## src/frame_dl_pkg.sv

```systemverilog
package frame_dl_pkg;

    localparam int PIXEL_BITS = 16;
    localparam int QUEUE_BITS = PIXEL_BITS + 1;       // pixel plus start-of-frame flag
    localparam int ADDR_BITS  = 21;                   // pixel address

    localparam int WORD_BITS    = 2 * PIXEL_BITS;     // one memory word
    localparam int WORD_BYTES   = WORD_BITS / 8;
    localparam int PIX_PER_WORD = WORD_BITS / PIXEL_BITS;

    // one memory word, seen either as received or as two pixels
    typedef union packed {
        logic [WORD_BITS-1:0] raw;
        struct packed {
            logic [PIXEL_BITS-1:0] pix_hi;            // odd address
            logic [PIXEL_BITS-1:0] pix_lo;            // even address
        } pix;
    } cache_word_t;

endpackage

```

## src/frame_addr_gen.sv

```systemverilog
module frame_addr_gen
    import frame_dl_pkg::*;
#(
    parameter int MEMORY_BURST     = 32,
    parameter int FRAME_WIDTH      = 480,
    parameter int FRAME_HEIGHT     = 272,
    parameter int ORIG_FRAME_WIDTH = 640
) (
    input  logic                 clk,
    input  logic                 reset_n,
    input  logic                 load,
    input  logic [ADDR_BITS-1:0] base_addr,
    input  logic                 advance,
    output logic [ADDR_BITS-1:0] burst_addr,
    output logic                 last_burst
);

    localparam int BURST_PIX = MEMORY_BURST / WORD_BYTES * PIX_PER_WORD;
    localparam int ROW_BITS  = $clog2(FRAME_HEIGHT + 1);

    localparam logic [ADDR_BITS-1:0] COL_STEP = ADDR_BITS'(BURST_PIX);
    localparam logic [ADDR_BITS-1:0] LAST_COL = ADDR_BITS'(FRAME_WIDTH - BURST_PIX);
    localparam logic [ADDR_BITS-1:0] STRIDE   = ADDR_BITS'(ORIG_FRAME_WIDTH);
    localparam logic [ROW_BITS-1:0]  LAST_ROW = ROW_BITS'(FRAME_HEIGHT - 1);

    logic [ADDR_BITS-1:0] row_start;
    logic [ADDR_BITS-1:0] col_off;
    logic [ROW_BITS-1:0]  row_cnt;

    always_ff @(posedge clk or negedge reset_n) begin
        if (!reset_n) begin
            row_start <= '0;
            col_off   <= '0;
            row_cnt   <= '0;
        end else if (load) begin
            row_start <= base_addr;
            col_off   <= '0;
            row_cnt   <= '0;
        end else if (advance) begin
            if (col_off == LAST_COL) begin              // end of window row
                col_off   <= '0;
                row_start <= row_start + STRIDE;
                row_cnt   <= row_cnt + 1'b1;
            end else begin
                col_off <= col_off + COL_STEP;
            end
        end
    end

    assign burst_addr = row_start + col_off;
    assign last_burst = (row_cnt == LAST_ROW) && (col_off == LAST_COL);

endmodule

```

## src/burst_reader.sv

```systemverilog
module burst_reader
    import frame_dl_pkg::*;
#(
    parameter int MEMORY_BURST = 32
) (
    input  logic                                         clk,
    input  logic                                         reset_n,
    input  logic                                         burst_go,
    input  logic [ADDR_BITS-1:0]                         burst_addr,
    input  logic                                         fill_half,
    output logic                                         burst_busy,
    output logic                                         fill_done,
    output logic                                         read_rq,
    output logic [ADDR_BITS-1:0]                         read_addr,
    output logic                                         mem_rd_en,
    input  logic                                         read_ack,
    input  logic [WORD_BITS-1:0]                         read_data,
    output logic                                         cache_we,
    output logic [$clog2(MEMORY_BURST / WORD_BYTES):0]   cache_waddr,
    output cache_word_t                                  cache_wdata
);

    localparam int BURST_WORDS = MEMORY_BURST / WORD_BYTES;
    localparam int WCNT_BITS   = $clog2(BURST_WORDS);

    localparam logic [WCNT_BITS-1:0] LAST_WORD = WCNT_BITS'(BURST_WORDS - 1);

    localparam logic [1:0] S_IDLE  = 2'd0;
    localparam logic [1:0] S_REQ   = 2'd1;
    localparam logic [1:0] S_READ  = 2'd2;
    localparam logic [1:0] S_FLUSH = 2'd3;              // last word still in flight

    logic [1:0]           state;
    logic [WCNT_BITS-1:0] word_cnt;
    logic [WCNT_BITS-1:0] wr_cnt;
    logic                 half_q;
    logic                 wr_pend;

    always_ff @(posedge clk or negedge reset_n) begin
        if (!reset_n) begin
            state     <= S_IDLE;
            word_cnt  <= '0;
            wr_pend   <= 1'b0;
            fill_done <= 1'b0;
        end else begin
            wr_pend   <= mem_rd_en;                     // data returns one cycle later
            fill_done <= (state == S_FLUSH);
            case (state)
                S_IDLE: begin
                    if (burst_go)
                        state <= S_REQ;
                end
                S_REQ: begin
                    if (read_ack) begin
                        state    <= S_READ;
                        word_cnt <= '0;
                    end
                end
                S_READ: begin
                    word_cnt <= word_cnt + 1'b1;
                    if (word_cnt == LAST_WORD)
                        state <= S_FLUSH;
                end
                default: begin
                    state <= S_IDLE;
                end
            endcase
        end
    end

    always_ff @(posedge clk) begin
        if (state == S_IDLE && burst_go) begin
            read_addr <= burst_addr;                    // held through the handshake
            half_q    <= fill_half;
        end
        wr_cnt <= word_cnt;
    end

    assign burst_busy = (state != S_IDLE);
    assign read_rq    = (state == S_REQ);
    assign mem_rd_en  = (state == S_READ);

    assign cache_we        = wr_pend;
    assign cache_waddr     = {half_q, wr_cnt};
    assign cache_wdata.raw = read_data;

endmodule

```

## src/download_cache.sv

```systemverilog
module download_cache
    import frame_dl_pkg::*;
#(
    parameter int MEMORY_BURST = 32
) (
    input  logic                                         clk,
    input  logic                                         cache_we,
    input  logic [$clog2(MEMORY_BURST / WORD_BYTES):0]   cache_waddr,
    input  cache_word_t                                  cache_wdata,
    input  logic                                         cache_re,
    input  logic [$clog2(MEMORY_BURST / WORD_BYTES):0]   cache_raddr,
    output cache_word_t                                  cache_rdata
);

    // two halves of one burst each, selected by the address msb
    localparam int DEPTH = 2 * (MEMORY_BURST / WORD_BYTES);

    logic [WORD_BITS-1:0] mem [DEPTH];

    always_ff @(posedge clk) begin
        if (cache_we)
            mem[cache_waddr] <= cache_wdata.raw;
    end

    always_ff @(posedge clk) begin
        if (cache_re)
            cache_rdata.raw <= mem[cache_raddr];        // holds between reads
    end

endmodule

```

## src/frame_downloader.sv

```systemverilog
module frame_downloader
    import frame_dl_pkg::*;
#(
    parameter int MEMORY_BURST = 32
) (
    input  logic                                         clk,
    input  logic                                         reset_n,
    input  logic                                         start,
    input  logic [ADDR_BITS-1:0]                         base_addr,
    output logic                                         download_done,
    output logic                                         addr_load,
    output logic                                         addr_advance,
    input  logic [ADDR_BITS-1:0]                         burst_addr_in,
    input  logic                                         last_burst,
    output logic                                         burst_go,
    output logic                                         fill_half,
    input  logic                                         burst_busy,
    input  logic                                         fill_done,
    output logic                                         cache_re,
    output logic [$clog2(MEMORY_BURST / WORD_BYTES):0]   cache_raddr,
    input  cache_word_t                                  cache_rdata,
    input  logic                                         queue_full,
    output logic                                         wr_en,
    output logic [QUEUE_BITS-1:0]                        queue_data
);

    localparam int BURST_PIX = MEMORY_BURST / WORD_BYTES * PIX_PER_WORD;
    localparam int PCNT_BITS = $clog2(BURST_PIX);

    localparam logic [PCNT_BITS-1:0] LAST_PIX = PCNT_BITS'(BURST_PIX - 1);

    logic                 running;
    logic                 fill_busy;
    logic                 issued_all;
    logic                 fill_ptr;
    logic                 drain_ptr;
    logic                 drain_act;
    logic [1:0]           half_valid;
    logic [1:0]           half_sof;                 // half holds the frame's first burst
    logic [1:0]           half_last;                // half holds the frame's last burst
    logic [ADDR_BITS-1:0] base_q;
    logic [PCNT_BITS-1:0] pix_cnt;
    logic                 drain_start;
    logic                 drain_end;
    logic                 sel_hi;
    logic                 sof_q;
    logic                 last_q;

    assign addr_load    = start && !running;
    assign burst_go     = running && !fill_busy && !burst_busy && !issued_all &&
                          !half_valid[fill_ptr];
    assign addr_advance = burst_go;
    assign fill_half    = fill_ptr;

    // a half is drained in one go, so wait for room for a whole burst
    assign drain_start = running && !drain_act && half_valid[drain_ptr] &&
                         !queue_full && !wr_en;
    assign drain_end   = drain_act && (pix_cnt == LAST_PIX);

    assign cache_re    = drain_act && !pix_cnt[0];  // one word per two pixels
    assign cache_raddr = {drain_ptr, pix_cnt[PCNT_BITS-1:1]};
    assign queue_data  = {sof_q, sel_hi ? cache_rdata.pix.pix_hi : cache_rdata.pix.pix_lo};

    always_ff @(posedge clk or negedge reset_n) begin
        if (!reset_n) begin
            running       <= 1'b0;
            fill_busy     <= 1'b0;
            issued_all    <= 1'b0;
            fill_ptr      <= 1'b0;
            drain_ptr     <= 1'b0;
            drain_act     <= 1'b0;
            half_valid    <= 2'b00;
            pix_cnt       <= '0;
            wr_en         <= 1'b0;
            download_done <= 1'b0;
        end else begin
            wr_en         <= drain_act;
            download_done <= wr_en && last_q;

            if (addr_load)
                running <= 1'b1;
            else if (wr_en && last_q)
                running <= 1'b0;

            if (addr_load)
                issued_all <= 1'b0;
            else if (burst_go)
                issued_all <= last_burst;

            if (burst_go) begin
                fill_busy <= 1'b1;
            end else if (fill_done) begin
                fill_busy <= 1'b0;
                fill_ptr  <= ~fill_ptr;
            end

            if (fill_done)
                half_valid[fill_ptr] <= 1'b1;
            if (drain_end)
                half_valid[drain_ptr] <= 1'b0;

            if (drain_start) begin
                drain_act <= 1'b1;
                pix_cnt   <= '0;
            end else if (drain_act) begin
                pix_cnt <= pix_cnt + 1'b1;
                if (drain_end) begin
                    drain_act <= 1'b0;
                    drain_ptr <= ~drain_ptr;
                end
            end
        end
    end

    always_ff @(posedge clk) begin
        if (addr_load)
            base_q <= base_addr;
        if (burst_go) begin
            half_sof[fill_ptr]  <= (burst_addr_in == base_q);
            half_last[fill_ptr] <= last_burst;
        end
        sel_hi <= pix_cnt[0];                       // aligns with cache read latency
        sof_q  <= half_sof[drain_ptr] && (pix_cnt == '0);
        last_q <= half_last[drain_ptr] && drain_end;
    end

endmodule

```

## src/pixel_queue.sv

```systemverilog
module pixel_queue
    import frame_dl_pkg::*;
#(
    parameter int QUEUE_DEPTH  = 64,
    parameter int MEMORY_BURST = 32
) (
    input  logic                  clk,
    input  logic                  reset_n,
    input  logic                  wr_en,
    input  logic [QUEUE_BITS-1:0] queue_data,
    output logic                  queue_full,
    input  logic                  queue_rd,
    output logic                  queue_valid,
    output logic [QUEUE_BITS-1:0] queue_data_out
);

    localparam int BURST_PIX = MEMORY_BURST / WORD_BYTES * PIX_PER_WORD;
    localparam int PTR_BITS  = $clog2(QUEUE_DEPTH);
    localparam int CNT_BITS  = PTR_BITS + 1;

    localparam logic [PTR_BITS-1:0] LAST_SLOT = PTR_BITS'(QUEUE_DEPTH - 1);
    localparam logic [CNT_BITS-1:0] DEPTH_CNT = CNT_BITS'(QUEUE_DEPTH);
    localparam logic [CNT_BITS-1:0] FULL_AT   = CNT_BITS'(QUEUE_DEPTH - BURST_PIX);

    logic [QUEUE_BITS-1:0] mem [QUEUE_DEPTH];
    logic [PTR_BITS-1:0]   wr_ptr;
    logic [PTR_BITS-1:0]   rd_ptr;
    logic [CNT_BITS-1:0]   count;
    logic                  push;
    logic                  pop;

    assign push = wr_en && (count != DEPTH_CNT);
    assign pop  = queue_rd && queue_valid;

    assign queue_valid    = (count != '0);
    assign queue_full     = (count > FULL_AT);      // less than one burst free
    assign queue_data_out = mem[rd_ptr];            // show-ahead

    always_ff @(posedge clk) begin
        if (push)
            mem[wr_ptr] <= queue_data;
    end

    always_ff @(posedge clk or negedge reset_n) begin
        if (!reset_n) begin
            wr_ptr <= '0;
            rd_ptr <= '0;
            count  <= '0;
        end else begin
            if (push)
                wr_ptr <= (wr_ptr == LAST_SLOT) ? '0 : wr_ptr + 1'b1;
            if (pop)
                rd_ptr <= (rd_ptr == LAST_SLOT) ? '0 : rd_ptr + 1'b1;
            case ({push, pop})
                2'b10:   count <= count + 1'b1;
                2'b01:   count <= count - 1'b1;
                default: count <= count;
            endcase
        end
    end

endmodule

```

## src/frame_fetch_top.sv

```systemverilog
module frame_fetch_top
    import frame_dl_pkg::*;
#(
    parameter int MEMORY_BURST     = 32,
    parameter int FRAME_WIDTH      = 480,
    parameter int FRAME_HEIGHT     = 272,
    parameter int ORIG_FRAME_WIDTH = 640,
    parameter int QUEUE_DEPTH      = 64
) (
    input  logic                  clk,
    input  logic                  reset_n,
    input  logic                  start,
    input  logic [ADDR_BITS-1:0]  base_addr,
    output logic                  download_done,
    output logic                  read_rq,
    output logic [ADDR_BITS-1:0]  read_addr,
    input  logic                  read_ack,
    output logic                  mem_rd_en,
    input  logic [WORD_BITS-1:0]  read_data,
    input  logic                  queue_rd,
    output logic                  queue_valid,
    output logic [QUEUE_BITS-1:0] queue_data_out
);

    localparam int CACHE_AW = $clog2(MEMORY_BURST / WORD_BYTES) + 1;

    logic                  addr_load;
    logic                  addr_advance;
    logic [ADDR_BITS-1:0]  burst_addr;
    logic                  last_burst;
    logic                  burst_go;
    logic                  fill_half;
    logic                  burst_busy;
    logic                  fill_done;
    logic                  cache_we;
    logic [CACHE_AW-1:0]   cache_waddr;
    cache_word_t           cache_wdata;
    logic                  cache_re;
    logic [CACHE_AW-1:0]   cache_raddr;
    cache_word_t           cache_rdata;
    logic                  queue_full;
    logic                  wr_en;
    logic [QUEUE_BITS-1:0] queue_data;

    frame_addr_gen #(
        .MEMORY_BURST     (MEMORY_BURST),
        .FRAME_WIDTH      (FRAME_WIDTH),
        .FRAME_HEIGHT     (FRAME_HEIGHT),
        .ORIG_FRAME_WIDTH (ORIG_FRAME_WIDTH)
    ) u_addr_gen (
        .clk        (clk),
        .reset_n    (reset_n),
        .load       (addr_load),
        .base_addr  (base_addr),
        .advance    (addr_advance),
        .burst_addr (burst_addr),
        .last_burst (last_burst)
    );

    burst_reader #(
        .MEMORY_BURST (MEMORY_BURST)
    ) u_reader (
        .clk         (clk),
        .reset_n     (reset_n),
        .burst_go    (burst_go),
        .burst_addr  (burst_addr),
        .fill_half   (fill_half),
        .burst_busy  (burst_busy),
        .fill_done   (fill_done),
        .read_rq     (read_rq),
        .read_addr   (read_addr),
        .mem_rd_en   (mem_rd_en),
        .read_ack    (read_ack),
        .read_data   (read_data),
        .cache_we    (cache_we),
        .cache_waddr (cache_waddr),
        .cache_wdata (cache_wdata)
    );

    download_cache #(
        .MEMORY_BURST (MEMORY_BURST)
    ) u_cache (
        .clk         (clk),
        .cache_we    (cache_we),
        .cache_waddr (cache_waddr),
        .cache_wdata (cache_wdata),
        .cache_re    (cache_re),
        .cache_raddr (cache_raddr),
        .cache_rdata (cache_rdata)
    );

    frame_downloader #(
        .MEMORY_BURST (MEMORY_BURST)
    ) u_downloader (
        .clk           (clk),
        .reset_n       (reset_n),
        .start         (start),
        .base_addr     (base_addr),
        .download_done (download_done),
        .addr_load     (addr_load),
        .addr_advance  (addr_advance),
        .burst_addr_in (burst_addr),
        .last_burst    (last_burst),
        .burst_go      (burst_go),
        .fill_half     (fill_half),
        .burst_busy    (burst_busy),
        .fill_done     (fill_done),
        .cache_re      (cache_re),
        .cache_raddr   (cache_raddr),
        .cache_rdata   (cache_rdata),
        .queue_full    (queue_full),
        .wr_en         (wr_en),
        .queue_data    (queue_data)
    );

    pixel_queue #(
        .QUEUE_DEPTH  (QUEUE_DEPTH),
        .MEMORY_BURST (MEMORY_BURST)
    ) u_queue (
        .clk            (clk),
        .reset_n        (reset_n),
        .wr_en          (wr_en),
        .queue_data     (queue_data),
        .queue_full     (queue_full),
        .queue_rd       (queue_rd),
        .queue_valid    (queue_valid),
        .queue_data_out (queue_data_out)
    );

endmodule

```

## config.mk

```make
export PLATFORM = sky130hd
export DESIGN_NAME = frame_fetch_top
export DESIGN_NICKNAME = d
export VERILOG_FILES = /design/src/frame_dl_pkg.sv /design/src/frame_addr_gen.sv /design/src/burst_reader.sv /design/src/download_cache.sv /design/src/frame_downloader.sv /design/src/pixel_queue.sv /design/src/frame_fetch_top.sv
export SDC_FILE = /design/constraint.sdc
export NUM_CORES = 2
export LEC_CHECK = 0
export ABC_AREA = 1
export BUFFER_PORTS_ARGS = -buffer_cell sky130_fd_sc_hd__buf_4
export CORE_AREA = 2 2 270 538
export CTS_CLUSTER_SIZE = 16
export DETAILED_ROUTE_END_ITERATION = 8
export DIE_AREA = 0 0 272 540
export PLACE_DENSITY = 0.64
export SLEW_MARGIN = 20
export SYNTH_ARGS = -nofsm -noshare
export SYNTH_HDL_FRONTEND = slang
export SYNTH_SLANG_ARGS = --single-unit
```

## constraint.sdc

```tcl
create_clock -name clk -period 3.2 [get_ports clk]
set_clock_uncertainty 0.15 [all_clocks]
set_input_delay 0.32 -clock clk [delete_from_list [all_inputs] [get_ports clk]]
set_output_delay 0.32 -clock clk [all_outputs]
set_load 0.03 [all_outputs]
```

==> flow_summary.yaml <==
outcome:
  status: "complete, but fails checks"
  violations: "negative setup slack"
clocking:
  cts_tree: "yes"
  clk_pin_slew_ps: 70
  cts_made_buffers: 158
  cts.sinks: 1772
  root_buffer: "clkbuf_16"
  clock_path_buffers: 4
  htreeDepth: 4
  clk_latency_ps: 790
cells_and_area:
  final_nets: 5944
  drive_gt1_frac: 0.1570
  stdcell_area_mm2: 0.08412
  syn2layout_area_growth_pct: 18.86
  nFillCells: 10970
  fin_util: 0.5904
route:
  vias: 47490
  dr.first_iter.drc_count: 4158
  drc: 0
  vias_per_cell: 6.055
  wl_per_cell_um: 27.55
  dr.pass1.iters: 6
  antenna_left: 0
  wirelength_mm: 216.1
setup_path:
  cp_common_cell: "buf_6"
  end_kind: "output port"
  setup.worst_path.start_class: "flip-flop"
  path_cells: "buf_6 -> buf_12 -> buf_12 -> o21ai_2 -> o22ai_1 -> o211ai_1 -> buf_4 -> nand4_1 -> nand3_2 -> buf_6 -> nand3_4 -> buf_6"
  crit_family: "buffers and inverters"
  slowest_stage: "dfrtp_4"
  critPathMaxFanout: 18
  slowest_delay_ps: 560
  path_buf_inv: 6
  crit_type: "reg2out"
  cp_data_arrival_time_ps: 3430
  required_ps: 2730
yosys:
  synth_simple_gate_area_share: 0.09334
  synth-compound-area-share: 0.1186
  ys_warn_count: 0
  synth_top_cells_by_area: "edfxtp_1 71%, o21ai_0 5.5%, nor2_1 4.6%"
  synthFlopType: "edfxtp_1"
  netlist_area_mm2: 0.07077
  synth_edf_count: 1679
  syn_area_per_cell_um2: 12.98
  synth_top_area_frac: 0.7124
  synth.net_count: 5549
  ys_types: 51
  synth_top_family_by_area: "compound AO/OA/AOI/OAI gates"
  synthAdderAreaFrac: 0.006824
  synth_mux_area_frac: 0.002546
  yosys_register_bits: 1772
  yosysSeqAreaShare: 0.7448
  synth-xor-area-share: 0.004208
  syn-instance-count: 5453
  async_flop_share: 0.04910
  synth_top_area_cell: "edfxtp_1"
place:
  pre_cts_ws_ps: -448.1
  dpl_cell_area_mm2: 0.07596
  gp_congestion: 0.8857
  port_buffers: 99
  hpwl_mm: 128.7
grt:
  grt_pass1_wl_mm: 309.2
  grt_use_total: 0.2880
  grt_max_degree: 103
  antenna_found_initial: 6
  grt.overflow.total: 0
  grt_pass1_vias: 47190
sta:
  drv_slew: 0
  max_freq_mhz: 256.4
  setup_violations: 17
  worst_pin_slew_ps: 1045
  final.setup.tns_ps: -8515
  slew_headroom: 0.3036
  rsz0062_at_grt: "yes"
  final.period_utilization: 1.219
  finalHoldViolCount: 0
  postLayoutSetupSlackWorst_ps: -700.4
  period_needed_ps: 3900
floorplan:
  ios: 100
  die_area_mm2: 0.1469
  fp-row-count: 196
  core_area_mm2: 0.1425
  start_util: 0.4967
  die_x_um: 272
  die_h_um: 540
hold_path:
  hp-class: "in2async"
power:
  max-vdd-ir-drop_mv: 0.9697
  netSwitchingFraction: 0.3795
  p_per_area_mw_per_mm2: 988.4
  p_comb_frac: 0.396
  intPower_mw: 51.60
  clockPowerShare: 0.220
  p_leak_nw: 28.76
  switchingPower_mw: 31.55
  power_mw: 83.15
  power_frac_seq: 0.384
run:
  cap_violations: 0
-- kinds of logic (layout without fill, tap and decap cells) --
| logic type | after synthesis | in the layout |
|---|---|---|
| flip-flops | 1772 | 1772 |
| AND/OR/NAND/NOR | 1640 | 1640 |
| AO/OA/AOI/OAI | 1463 | 1463 |
| buffers and inverters | 489 | 993 |
| adder cells (fa/ha/maj) | 38 | 38 |
| XOR/XNOR | 34 | 34 |
| multiplexers | 16 | 16 |
| other | 1 | 5 |
-- cell usage in the layout (no fill, tap or decap), types with 58 or more instances in the layout --
master / count
edfxtp_1: 1679
nand2_1: 471
nand3_1: 141
o221ai_1: 148
o21ai_1: 77
inv_1: 139
clkbuf_16: 168
nor2_1: 829
o21ai_0: 710
buf_4: 316
buf_12: 82
a21oi_1: 184
dlygate4sd3_1: 58
dfrtp_1: 81
o22ai_1: 208
-- synthesized netlist by cell type (8+ instances only) --
master    instances
xnor2_1           8
nand2_1         490
ha_1             37
nand3_1         185
a21oi_1         188
o21ai_0         780
clkbuf_1        205
nor3_1           28
nand4_1          48
buf_2            97
o21ai_1          38
dfrtp_1          87
o22ai_1         225
buf_4            17
inv_2             8
inv_1           141
buf_6             9
mux2_2           16
nor2_1          869
edfxtp_1       1679
o221ai_1        165
xor2_1           26
o211ai_1         39
-- registers in the layout, summed over array words and instances, names as in the netlist, 2 cells and up --
signal and cells:
u_addr_gen.row_cnt 9, u_reader.wr_cnt 3, u_addr_gen.row_start 21, u_downloader.base_q 21
u_queue.mem 1088, u_downloader.half_sof 2, u_queue.wr_ptr 6, u_reader.word_cnt 3
u_downloader.pix_cnt 4, u_addr_gen.col_off 17, u_downloader.half_last 2, u_queue.count 7
u_cache.mem 512, u_queue.rd_ptr 6, u_cache.cache_rdata 32, u_reader.state 2
u_reader.read_addr 21, u_downloader.half_valid 2
-- path summary, 6_finish.rpt --
kind / start / to / slack (ps) / cells after the start
setup / recovery: u_queue.rd_ptr[1] / queue_data_out[4] / -700 / 12
hold / removal: reset_n / u_addr_gen.row_start[11] / 20 / 2
setup reg to reg: u_queue.count[0] / u_queue.count[6] / 310 / 15
hold reg to reg: u_reader.word_cnt[2] / u_reader.wr_cnt[2] / 240 / 0
max in group asynchronous: reset_n / u_addr_gen.col_off[9] / 2120 / 3
min in group clk: base_addr[1] / u_downloader.base_q[1] / 150 / 2
-- through the flow --
stage          hold WS, ps  instances
2_1_floorplan       -125.6       5453
3_3_place_gp         234.5       7424
3_5_place_dp         234.5       7424
4_1_cts              22.78       7812
5_1_grt              65.67       7842
6_report             23.41       7842
-- power by group through the flow --
stage | clock network, mW | registers, mW | logic (mW)
after floorplan | 0 | 31.9 | 15.1
after global placement | 0 | 32.4 | 28.2
after detailed placement | 0 | 32.4 | 28.6
after CTS | 18.5 | 31.9 | 31.6
after global routing | 19.3 | 32.1 | 34.7
final | 18.3 | 31.9 | 32.9
-- final cells by class --
type	instances	area, um^2	share of cell area
tap	1881	2354	0.02798
timing repair buffer	571	6658	0.07914
antenna	4	10.01	0.0001190
clock buffer	201	4165	0.04951
inverter	152	604.3	0.007184
timing repair inverter	1	16.27	0.0001934
clock inverter	68	633.1	0.007526
sequential	1772	52740	0.6269
multi-input combinational	3192	16950	0.2014
-- layer usage --
layer  part of all wire  wire, um  up-vias  track usage
met3              0.056     12140      595      0.03242
met2               0.53    114100     2133       0.5240
met4              0.086     18600        2       0.2136
met5           0.000056        12        -            0
li1                   -         -    21040            -
met1               0.33     71220    23710       0.3045
-- timing repair --
action | 4_1_cts | 5_1_grt
setup buffers | 41 | 24
gates resized for setup | 226 | 167
cloned | 23 | 10
pin swaps | 63 | 66
hold buffers | 58 | 0
setup endpoints to repair | 17 | 19
hold endpoints to repair | 619 | 0
No activity file was read; power rests on OpenSTA's default activity.
